--- config.mk ---
export PLATFORM = sky130hd
export DESIGN_NAME = pacman_game
export DESIGN_NICKNAME = d
export VERILOG_FILES = /design/src/source/pacman_pkg.sv /design/src/source/map_port_if.sv /design/src/source/tile_map_ram.sv /design/src/source/pacman_movement.sv /design/src/source/score_regs.sv /design/src/source/tile_renderer.sv /design/src/source/pacman_game.sv
export SDC_FILE = /design/constraint.sdc
export NUM_CORES = 2
export LEC_CHECK = 0
export ABC_CLOCK_PERIOD_IN_PS = 4450
export CAP_MARGIN = 20
export CORE_UTILIZATION = 50
export DETAILED_ROUTE_END_ITERATION = 6
export DONT_BUFFER_PORTS = 1
export PLACE_DENSITY = 0.75
export SLEW_MARGIN = 20
export SYNTH_ARGS = -nofsm -noshare
export SYNTH_HDL_FRONTEND = slang
export SYNTH_SLANG_ARGS = --single-unit
--- constraint.sdc ---
create_clock -name vga_pix_clk -period 4.45 [get_ports vga_pix_clk]
set_clock_uncertainty 0.2 [all_clocks]
set_input_delay 0.2225 -clock vga_pix_clk [delete_from_list [all_inputs] [get_ports vga_pix_clk]]
set_output_delay 0.2225 -clock vga_pix_clk [all_outputs]
set_load 0.02 [all_outputs]
--- src/source/pacman_pkg.sv ---
package pacman_pkg;

  ////////////////////////////////////////////////////////////
  // Map geometry
  localparam int map_cols   = 32;
  localparam int map_rows   = 36;
  localparam int vis_cols   = 28;
  localparam int tile_size  = 8;
  localparam int map_depth  = map_cols * map_rows;
  localparam int map_addr_w = 11;
  localparam int coord_w    = 9;
  // Pixel bits inside a tile, tile index bits above them
  localparam int tile_bits  = $clog2(tile_size);
  localparam int tile_idx_w = coord_w - tile_bits;

  // Tile contents as stored in the map RAM
  typedef enum logic [1:0] {
    tile_empty  = 2'd0,
    tile_wall   = 2'd1,
    tile_candy  = 2'd2,
    tile_cookie = 2'd3
  } tile_t;

  typedef enum logic [2:0] {
    dir_none  = 3'd0,
    dir_up    = 3'd1,
    dir_down  = 3'd2,
    dir_left  = 3'd3,
    dir_right = 3'd4
  } dir_t;

  ////////////////////////////////////////////////////////////
  // APB register map, byte addresses
  localparam int apb_addr_w = 4;
  localparam int apb_data_w = 32;

  typedef enum logic [3:0] {
    reg_score    = 4'd0,
    reg_cookies  = 4'd4,
    reg_ctrl     = 4'd8,
    reg_position = 4'd12
  } reg_addr_t;

  // 4 bits per channel, r in the top nibble
  localparam logic [11:0] col_wall   = 12'h00F;
  localparam logic [11:0] col_candy  = 12'hFFF;
  localparam logic [11:0] col_cookie = 12'hFBB;
  localparam logic [11:0] col_player = 12'hFF0;
  localparam logic [11:0] col_black  = 12'h000;

  // Linear RAM address of a tile
  function automatic logic [map_addr_w-1:0] tile_index(input logic [tile_idx_w-1:0] col,
                                                       input logic [tile_idx_w-1:0] row);
    return map_addr_w'(row * map_cols + col);
  endfunction

  // Power-up map, first matching rule wins
  function automatic tile_t initial_tile(input int col, input int row);
    // Border ring and the hidden columns past the playfield
    if (col == 0 || col == vis_cols - 1 || col >= vis_cols) return tile_wall;
    if (row == 0 || row == map_rows - 1) return tile_wall;
    // Centre divider
    if (col == 14 && row >= 10 && row <= 20) return tile_wall;
    // Four corner power cookies
    if ((col == 1 || col == vis_cols - 2) && (row == 1 || row == map_rows - 2)) begin
      return tile_cookie;
    end
    // Player start tile
    if (col == 13 && row == 26) return tile_empty;
    return tile_candy;
  endfunction

endpackage

--- src/source/map_port_if.sv ---
`timescale 1ns/100ps

// Player side port of the tile map RAM
interface map_port_if import pacman_pkg::*; ();

  // Tile address, row * map_cols + col
  logic [map_addr_w-1:0] addr;
  // Tile at addr, one cycle late
  tile_t                 rd_tile;
  // Write strobe and data
  logic                  wr_en;
  tile_t                 wr_tile;

  // Movement engine side
  modport requester (
    output addr, wr_en, wr_tile,
    input  rd_tile
  );

  // RAM side
  modport memory (
    input  addr, wr_en, wr_tile,
    output rd_tile
  );

endinterface

--- src/source/tile_map_ram.sv ---
`timescale 1ns/100ps

module tile_map_ram import pacman_pkg::*; (
  input  logic                  vga_pix_clk,
  input  logic                  rst,
  // Beam port, read only
  input  logic [map_addr_w-1:0] beam_addr,
  output tile_t                 beam_tile,
  // Player port, read and write
  map_port_if.memory            player
);

  // One word per tile, 32 columns per row
  tile_t mem [map_depth];

  ////////////////////////////////////////////////////////////
  // Power-up contents
  initial begin
    for (int row = 0; row < map_rows; row++) begin
      for (int col = 0; col < map_cols; col++) begin
        mem[row * map_cols + col] = initial_tile(col, row);
      end
    end
  end

  ////////////////////////////////////////////////////////////
  // Port a
  // Renderer reads, one cycle latency
  always_ff @(posedge vga_pix_clk) begin
    beam_tile <= mem[beam_addr];
  end

  ////////////////////////////////////////////////////////////
  // Port b
  // Read before write, so a same-cycle read sees the old tile
  always_ff @(posedge vga_pix_clk) begin
    if (player.wr_en) begin
      mem[player.addr] <= player.wr_tile;
    end
    player.rd_tile <= mem[player.addr];
  end

  // Writes land inside the map only
  a_wr_in_range: assert property (
    @(posedge vga_pix_clk) disable iff (rst)
    player.wr_en |-> (int'(player.addr) < map_depth)
  ) else $error("map write outside of the tile array");

endmodule

--- src/source/pacman_movement.sv ---
`timescale 1ns/100ps

module pacman_movement import pacman_pkg::*; #(
  parameter int unsigned start_x = 104,
  parameter int unsigned start_y = 208
) (
  input  logic               vga_pix_clk,
  input  logic               rst,
  input  logic               frame_stb,
  input  logic               btn_up,
  input  logic               btn_down,
  input  logic               btn_left,
  input  logic               btn_right,
  input  logic               pause,
  output logic [coord_w-1:0] x_pac,
  output logic [coord_w-1:0] y_pac,
  output logic               ate_candy_stb,
  output logic               ate_cookie_stb,
  map_port_if.requester      map
);

  // One step per frame, five cycles after leaving idle
  typedef enum logic [2:0] {
    st_idle, st_probe, st_decide, st_move, st_check, st_clear
  } state_t;

  state_t       state;
  dir_t         dir;
  dir_t         btn_dir;
  dir_t         live_dir;
  dir_t         next_dir;
  tile_t        btn_tile;
  logic         aligned;
  logic         clear_en;

  // Highest priority pressed button, up first
  function automatic dir_t pick_button(input logic up, input logic down,
                                       input logic left, input logic right);
    if (up) return dir_up;
    if (down) return dir_down;
    if (left) return dir_left;
    if (right) return dir_right;
    return dir_none;
  endfunction

  // Address of the tile next to the player in direction d
  function automatic logic [map_addr_w-1:0] ahead_addr(input logic [coord_w-1:0] px,
                                                       input logic [coord_w-1:0] py,
                                                       input dir_t d);
    logic [tile_idx_w-1:0] col;
    logic [tile_idx_w-1:0] row;
    col = px[coord_w-1:tile_bits];
    row = py[coord_w-1:tile_bits];
    case (d)
      dir_up:    row = row - tile_idx_w'(1);
      dir_down:  row = row + tile_idx_w'(1);
      dir_left:  col = col - tile_idx_w'(1);
      dir_right: col = col + tile_idx_w'(1);
      default:   ;
    endcase
    return tile_index(col, row);
  endfunction

  assign aligned  = (x_pac[tile_bits-1:0] == '0) && (y_pac[tile_bits-1:0] == '0);
  assign live_dir = pick_button(btn_up, btn_down, btn_left, btn_right);

  ////////////////////////////////////////////////////////////
  // RAM port
  // Idle reads the button tile, probe the tile ahead, later the own tile
  always_comb begin
    case (state)
      st_idle:  map.addr = ahead_addr(x_pac, y_pac, live_dir);
      st_probe: map.addr = ahead_addr(x_pac, y_pac, dir);
      default:  map.addr = ahead_addr(x_pac, y_pac, dir_none);
    endcase
  end
  assign map.wr_en   = clear_en;
  assign map.wr_tile = tile_empty;

  // Direction choice, rd_tile holds the tile ahead in decide
  always_comb begin
    if (!aligned) next_dir = dir;
    else if (btn_dir != dir_none && btn_tile != tile_wall) next_dir = btn_dir;
    else if (dir != dir_none && map.rd_tile != tile_wall) next_dir = dir;
    else next_dir = dir_none;
  end

  ////////////////////////////////////////////////////////////
  // Step FSM
  always_ff @(posedge vga_pix_clk) begin
    if (rst) begin
      state          <= st_idle;
      dir            <= dir_none;
      btn_dir        <= dir_none;
      x_pac          <= coord_w'(start_x);
      y_pac          <= coord_w'(start_y);
      ate_candy_stb  <= 1'b0;
      ate_cookie_stb <= 1'b0;
      clear_en       <= 1'b0;
    end else begin
      // Strobes last one cycle
      ate_candy_stb  <= 1'b0;
      ate_cookie_stb <= 1'b0;
      clear_en       <= 1'b0;
      case (state)
        st_idle: begin
          if (frame_stb && !pause) begin
            btn_dir <= live_dir;
            state   <= st_probe;
          end
        end
        st_probe: begin
          btn_tile <= map.rd_tile;
          state    <= st_decide;
        end
        st_decide: begin
          dir <= next_dir;
          case (next_dir)
            dir_up:    y_pac <= y_pac - coord_w'(1);
            dir_down:  y_pac <= y_pac + coord_w'(1);
            dir_left:  x_pac <= x_pac - coord_w'(1);
            dir_right: x_pac <= x_pac + coord_w'(1);
            default:   ;
          endcase
          state <= st_move;
        end
        st_move: state <= st_check;
        st_check: begin
          // Eat whatever sits on the tile just reached
          if (aligned && map.rd_tile == tile_candy) begin
            ate_candy_stb <= 1'b1;
            clear_en      <= 1'b1;
          end
          if (aligned && map.rd_tile == tile_cookie) begin
            ate_cookie_stb <= 1'b1;
            clear_en       <= 1'b1;
          end
          state <= st_clear;
        end
        default: state <= st_idle;
      endcase
    end
  end

  a_one_eat: assert property (
    @(posedge vga_pix_clk) disable iff (rst) !(ate_candy_stb && ate_cookie_stb)
  ) else $error("candy and cookie eaten in the same cycle");

  a_wr_in_clear: assert property (
    @(posedge vga_pix_clk) disable iff (rst) map.wr_en |-> (state == st_clear)
  ) else $error("tile write outside of st_clear");

endmodule

--- src/source/score_regs.sv ---
`timescale 1ns/100ps

module score_regs import pacman_pkg::*; (
  input  logic                  vga_pix_clk,
  input  logic                  rst,
  // APB slave
  input  logic                  psel,
  input  logic                  penable,
  input  logic                  pwrite,
  input  logic [apb_addr_w-1:0] paddr,
  input  logic [apb_data_w-1:0] pwdata,
  output logic [apb_data_w-1:0] prdata,
  output logic                  pready,
  output logic                  pslverr,
  // Game side
  input  logic [coord_w-1:0]    x_pac,
  input  logic [coord_w-1:0]    y_pac,
  input  logic                  ate_candy_stb,
  input  logic                  ate_cookie_stb,
  output logic                  pause
);

  logic [9:0] candy_cnt;
  logic [2:0] cookie_cnt;
  logic       access;
  reg_addr_t  reg_sel;

  // Zero wait, every access completes at once
  assign pready  = 1'b1;
  assign access  = psel && penable;
  assign reg_sel = reg_addr_t'(paddr);

  ////////////////////////////////////////////////////////////
  // Counters and control
  always_ff @(posedge vga_pix_clk) begin
    if (rst) begin
      candy_cnt  <= '0;
      cookie_cnt <= '0;
      pause      <= 1'b0;
    end else begin
      // Wrap at counter width
      if (ate_candy_stb) candy_cnt <= candy_cnt + 10'd1;
      if (ate_cookie_stb) cookie_cnt <= cookie_cnt + 3'd1;
      // Only ctrl is writable
      if (access && pwrite && reg_sel == reg_ctrl) pause <= pwdata[0];
    end
  end

  ////////////////////////////////////////////////////////////
  // Read data and error decode
  always_comb begin
    prdata  = '0;
    pslverr = 1'b0;
    if (access) begin
      case (reg_sel)
        reg_score: begin
          prdata  = apb_data_w'(candy_cnt);
          pslverr = pwrite;
        end
        reg_cookies: begin
          prdata  = apb_data_w'(cookie_cnt);
          pslverr = pwrite;
        end
        reg_ctrl: prdata = apb_data_w'(pause);
        reg_position: begin
          // x in bits 8..0, y in bits 24..16
          prdata[coord_w-1:0]     = x_pac;
          prdata[16+coord_w-1:16] = y_pac;
          pslverr                 = pwrite;
        end
        // Holes in the map
        default: pslverr = 1'b1;
      endcase
    end
  end

  // Setup is followed by an access that completes
  a_apb_access: assert property (
    @(posedge vga_pix_clk) disable iff (rst)
    (psel && !penable) |=> (psel && penable && pready)
  ) else $error("APB setup phase not followed by a completed access");

endmodule

--- src/source/tile_renderer.sv ---
`timescale 1ns/100ps

module tile_renderer import pacman_pkg::*; (
  input  logic                  vga_pix_clk,
  input  logic                  rst,
  input  logic [coord_w-1:0]    sx,
  input  logic [coord_w-1:0]    sy,
  input  logic                  display_enabled,
  input  logic [coord_w-1:0]    x_pac,
  input  logic [coord_w-1:0]    y_pac,
  // Tile map port a
  output logic [map_addr_w-1:0] beam_addr,
  input  tile_t                 beam_tile,
  output logic [3:0]            r,
  output logic [3:0]            g,
  output logic [3:0]            b
);

  logic [tile_idx_w-1:0] tile_col;
  logic [tile_idx_w-1:0] tile_row;
  logic                  in_field;
  logic                  on_player;
  // Stage 1 registers
  logic                  en_q;
  logic                  field_q;
  logic                  player_q;
  logic [tile_bits-1:0]  off_x_q;
  logic [tile_bits-1:0]  off_y_q;
  logic [11:0]           colour;

  ////////////////////////////////////////////////////////////
  // Stage 1 beam to tile address
  assign tile_col  = sx[coord_w-1:tile_bits];
  assign tile_row  = sy[coord_w-1:tile_bits];
  assign beam_addr = tile_index(tile_col, tile_row);
  // Beam outside the 28x36 playfield shows no tiles
  assign in_field  = (int'(tile_col) < vis_cols) && (int'(tile_row) < map_rows);

  // Player square, one extra bit so x_pac + 8 cannot wrap
  assign on_player = ({1'b0, sx} >= {1'b0, x_pac}) &&
                     ({1'b0, sx} < {1'b0, x_pac} + (coord_w+1)'(tile_size)) &&
                     ({1'b0, sy} >= {1'b0, y_pac}) &&
                     ({1'b0, sy} < {1'b0, y_pac} + (coord_w+1)'(tile_size));

  always_ff @(posedge vga_pix_clk) begin
    if (rst) begin
      en_q <= 1'b0;
    end else begin
      en_q <= display_enabled;
    end
    field_q  <= in_field;
    player_q <= on_player;
    off_x_q  <= sx[tile_bits-1:0];
    off_y_q  <= sy[tile_bits-1:0];
  end

  ////////////////////////////////////////////////////////////
  // Stage 2 tile to colour
  // beam_tile arrives together with the stage 1 registers
  always_comb begin
    if (!en_q) colour = col_black;
    else if (player_q) colour = col_player;
    else if (!field_q) colour = col_black;
    else begin
      case (beam_tile)
        tile_wall: colour = col_wall;
        // Small dot in the tile centre
        tile_candy: begin
          if (off_x_q inside {[3:4]} && off_y_q inside {[3:4]}) colour = col_candy;
          else colour = col_black;
        end
        // Bigger dot
        tile_cookie: begin
          if (off_x_q inside {[2:5]} && off_y_q inside {[2:5]}) colour = col_cookie;
          else colour = col_black;
        end
        default: colour = col_black;
      endcase
    end
  end

  always_ff @(posedge vga_pix_clk) begin
    if (rst) begin
      r <= '0;
      g <= '0;
      b <= '0;
    end else begin
      r <= colour[11:8];
      g <= colour[7:4];
      b <= colour[3:0];
    end
  end

endmodule

--- src/source/pacman_game.sv ---
`timescale 1ns/100ps

module pacman_game import pacman_pkg::*; #(
  parameter int unsigned start_x = 104,
  parameter int unsigned start_y = 208
) (
  input  logic                  vga_pix_clk,
  input  logic                  rst,
  // Beam from the sync generator
  input  logic                  frame_stb,
  input  logic [coord_w-1:0]    sx,
  input  logic [coord_w-1:0]    sy,
  input  logic                  display_enabled,
  // Buttons
  input  logic                  btn_up,
  input  logic                  btn_down,
  input  logic                  btn_left,
  input  logic                  btn_right,
  // APB
  input  logic                  psel,
  input  logic                  penable,
  input  logic                  pwrite,
  input  logic [apb_addr_w-1:0] paddr,
  input  logic [apb_data_w-1:0] pwdata,
  output logic [apb_data_w-1:0] prdata,
  output logic                  pready,
  output logic                  pslverr,
  // Pixel colour, two cycles after the beam
  output logic [3:0]            r,
  output logic [3:0]            g,
  output logic [3:0]            b
);

  logic [map_addr_w-1:0] beam_addr;
  tile_t                 beam_tile;
  logic [coord_w-1:0]    x_pac;
  logic [coord_w-1:0]    y_pac;
  logic                  ate_candy_stb;
  logic                  ate_cookie_stb;
  logic                  pause;

  // Movement engine to RAM port b
  map_port_if map_port ();

  ////////////////////////////////////////////////////////////
  // Map memory
  tile_map_ram tile_map_ram_inst (
    .vga_pix_clk (vga_pix_clk),
    .rst         (rst),
    .beam_addr   (beam_addr),
    .beam_tile   (beam_tile),
    .player      (map_port)
  );

  pacman_movement #(
    .start_x (start_x),
    .start_y (start_y)
  ) pacman_movement_inst (
    .vga_pix_clk    (vga_pix_clk),
    .rst            (rst),
    .frame_stb      (frame_stb),
    .btn_up         (btn_up),
    .btn_down       (btn_down),
    .btn_left       (btn_left),
    .btn_right      (btn_right),
    .pause          (pause),
    .x_pac          (x_pac),
    .y_pac          (y_pac),
    .ate_candy_stb  (ate_candy_stb),
    .ate_cookie_stb (ate_cookie_stb),
    .map            (map_port)
  );

  // Score, pause and position over APB
  score_regs score_regs_inst (
    .vga_pix_clk    (vga_pix_clk),
    .rst            (rst),
    .psel           (psel),
    .penable        (penable),
    .pwrite         (pwrite),
    .paddr          (paddr),
    .pwdata         (pwdata),
    .prdata         (prdata),
    .pready         (pready),
    .pslverr        (pslverr),
    .x_pac          (x_pac),
    .y_pac          (y_pac),
    .ate_candy_stb  (ate_candy_stb),
    .ate_cookie_stb (ate_cookie_stb),
    .pause          (pause)
  );

  ////////////////////////////////////////////////////////////
  // Beam pipeline
  tile_renderer tile_renderer_inst (
    .vga_pix_clk     (vga_pix_clk),
    .rst             (rst),
    .sx              (sx),
    .sy              (sy),
    .display_enabled (display_enabled),
    .x_pac           (x_pac),
    .y_pac           (y_pac),
    .beam_addr       (beam_addr),
    .beam_tile       (beam_tile),
    .r               (r),
    .g               (g),
    .b               (b)
  );

endmodule

==> run summary <==
Vias per cell: 6.18
Yosys cell types: 92
Startpoint types: primary input
Setup CP Type: primary input to flip-flop
Detailed Route WL: 229 mm
H-tree depth: 4
Die Y: 364 um
Hold violation total from the final report: 0
CORE AREA: 130,000 um2
CP arrival: 4.98 ns
Root Driver: clkbuf_16
Max Cap Viol: 0
Post-synth EDFFs: 1,153
Crit Reg-Reg Endpoint: tile_map_ram_inst.player.rd_tile[1]$_DFF_P_
DRC errors left: 6
Layout cells sized above 1: 15.5%
Area share of and/or/nand/nor cells after synthesis: 14.3%
DRT Pass-1 Iters: 7
Mapped Cells: 5,679
Synth-to-Final Area Change: 20.5%
Max Fclk: 0.222 GHz
Via count: 53,800
DIE AREA: 132,000 um2
Number of global-route vias before repair: 52,400
Leak: 0.0274 uW
Drt initial violations: 8,587
Final setup viols: 1
Final Util: 60.8%
Port buffer count: 0
Antenna Nets Post-Route: 0
Largest net degree at the start of global routing: 323
Site Rows: 132
Ports: 111
Status: finished with violations
Startpoint of the worst hold path: paddr[2]
Area leader, netlist: edfxtp_1
Critical path's slowest cell: clkbuf_16
DP Area: 73,700 um2
Ranking of synthesized cells by area: edfxtp_1 (53%), mux4_2 (12%), nor2_1 (7.4%)
Post-synthesis adder-cell area fraction: 1.25%
Clk buf depth: 3
RR Startpoint: pacman_movement_inst.x_pac[3]$_SDFFE_PP1P_
Post-synthesis xor/xnor area fraction: 0.899%
Main combinational cell family by area after synthesis: multiplexers
Clock Sinks: 1,214
Post-synth top area share: 52.9%
CP most frequent cell: mux4_2
Req. time, crit path: 4.94 ns
Finished Layout Cells: 8,701
Clk_lat worst skew: 0.80 ns
DR WL/cell: 26.4 um
Total Neg Setup Slack: -0.0460 ns
Starting density of the core: 50.4%
Seq. cell area: 35,800 um2
CTS tree: yes
CP Launch Point: sx[3]
Setup slack after layout: -0.0460 ns
All-Layer GR Usage: 34.2%
Initial antenna violation count: 6
Placed Cells: 8,400
Crit path capture: tile_map_ram_inst.beam_tile[1]$_DFF_P_
Crit share post-route: 101%
Ys async rst share: 0%
DIE WIDTH: 364 um
Gpl congestion: 0.984
Crit-path max FO: 117
Worst slew pin tran: 1.54 ns
FF-to-FF path depth: 19
Pwr/cell area: 365 nW/um2
Tmin final: 4.50 ns
Most common cell in the synthesized netlist: nor2_1
HPWL Detailed: 140 mm
TritonCTS Buffers: 135
Post-synth top cells: nor2_1 (1,285), edfxtp_1 (1,153), nand2_1 (586)
Worst hold path type: primary input to flip-flop
Design area: 78,800 um2
Register area share after synthesis: 54.8%
Grt ovf: 0
Max-Slew Margin vs Limit: -2.50%
Flop2flop setup slack: 0.06 ns
Nets: 6,982
Post-synth top flop: edfxtp_1
First-pass GRT wire length: 329 mm
Max Transition Viols Final: 45
Synth Area in Compound Gates: 9.12%
Syn avg cell area: 11.5 um2
Area of the multi-input gates: 31,800 um2
Post-synthesis mux area share: 15.5%
Yosys warns: 0
Cells along the critical path: buf_16, clkbuf_16, mux4_2, mux4_2, mux4_2, mux4_2, mux2i_1, mux2_2, mux2i_1, dlygate4sd3_1, buf_4
Worst VDD drop: 0.247 mV
Failing checks: design-rule violations, max-slew violations, negative setup slack
Reg clk slew, reported paths: 0.06 ns
Layout fillers: 9,930
Max incr delay on CP: 0.71 ns
Seq cells post-synth: 1,214
Worst Setup End Kind: flip-flop
Syn Std Cell Area: 65,400 um2
## power by group
part / total [uW] / leakage (uW) / switching [uW] / internal (uW)
logic: 5210 / 0.0145 / 3290 / 1930
clock network: 11000 / 0.00206 / 4720 / 6260
registers: 12600 / 0.0109 / 47.9 / 12500
## logic make-up after synthesis
family          after synthesis
compound gates              887
xor+xnor                     64
fa+ha+maj                    64
buf+inv                     613
flops                      1214
mux                         574
other cells                   2
simple gates               2261
## metal layers
metal	GRT usage, %	vias up	share of wire [%]
met5	0	-	0.019
met4	24.1	6	8.3
met3	9.96	1148	15
met2	53.6	4460	45
met1	40.7	25900	32
li1	-	22300	-
## registers in the layout, summed over array words and instances (netlist names), 9 cells and up
register	count
tile_map_ram_inst.mem	1151
score_regs_inst.candy_cnt	10
pacman_movement_inst.x_pac	9
pacman_movement_inst.y_pac	9
## layout make-up
cell class | count | share of cell area, %
diodes | 2 | 0.00635
clock buffers | 175 | 4.58
clock inverters | 66 | 0.762
inverters | 47 | 0.227
multi-input cells | 5015 | 40.3
flip-flops and latches | 1214 | 45.5
well taps | 1742 | 2.77
repair buffers | 440 | 5.85
## worst min path at each step
| stage | cells past startpoint | to | slack, ns |
|---|---|---|---|
| finish | 4 | score_regs_inst.pause$_SDFFE_PP0P_ | 0.07 |
| global route | 4 | score_regs_inst.pause$_SDFFE_PP0P_ | 0.07 |
| CTS | 4 | score_regs_inst.pause$_SDFFE_PP0P_ | 0.02 |
| detailed placement | 0 | tile_renderer_inst.off_x_q[1]$_DFF_P_ | 0.05 |
| global placement | 0 | tile_renderer_inst.off_x_q[0]$_DFF_P_ | 0.05 |
| floorplan | 0 | tile_renderer_inst.off_x_q[0]$_DFF_P_ | 0.05 |
## placed cells by master, fill, tap and decap left out, types with 18 or more instances in the layout
cell	netlist	routed
a211oi_1	69	67
a311oi_1	29	29
mux2i_1	192	192
mux4_2	350	350
clkbuf_16	0	140
nor2_1	1285	1278
o21ai_0	155	151
edfxtp_1	1153	1153
nand2_1	586	567
nand4_1	20	20
dlygate4sd3_1	0	44
a22o_1	19	19
nand3_2	0	20
o211ai_1	34	34
clkinv_1	3	28
nand3_1	144	123
o22ai_1	45	45
dfxtp_1	61	58
nor2b_1	21	21
nor3_1	31	21
and3_1	76	74
a22oi_1	61	60
a221oi_1	31	29
buf_4	34	297
a31oi_1	99	98
clkbuf_1	283	36
conb_1	2	1165
xnor2_1	45	42
inv_1	43	42
buf_12	0	89
mux2_2	32	32
ha_1	62	58
or3_1	19	18
a21oi_1	192	188
a222oi_1	22	22
## critical path, delay by kind of cell
family,cells,cell delay [ns]
buffers and inverters,4,1.92
muxes,7,2.51
## repair_timing
item / CTS / global route
setup buffers: 4 / 6
pin swaps: 3 / 21
hold endpoints to repair: 61 / 0
hold buffers: 45 / 0
gates resized for setup: 10 / 56
gates cloned: 0 / 1
setup endpoints to repair: 375 / 1035
## stage by stage
step           power [uW]  hold slack [ns]  worst slack (ns)
2_1_floorplan       15700           0.0502            0.0821
3_3_place_gp        17400           0.0503            -0.278
3_5_place_dp        17500           0.0504            -0.214
4_1_cts             28400           0.0208           0.00138
5_1_grt             29400           0.0716           -0.0459
6_report            28800           0.0724           -0.0460
Power figures use the tool's default switching activity.
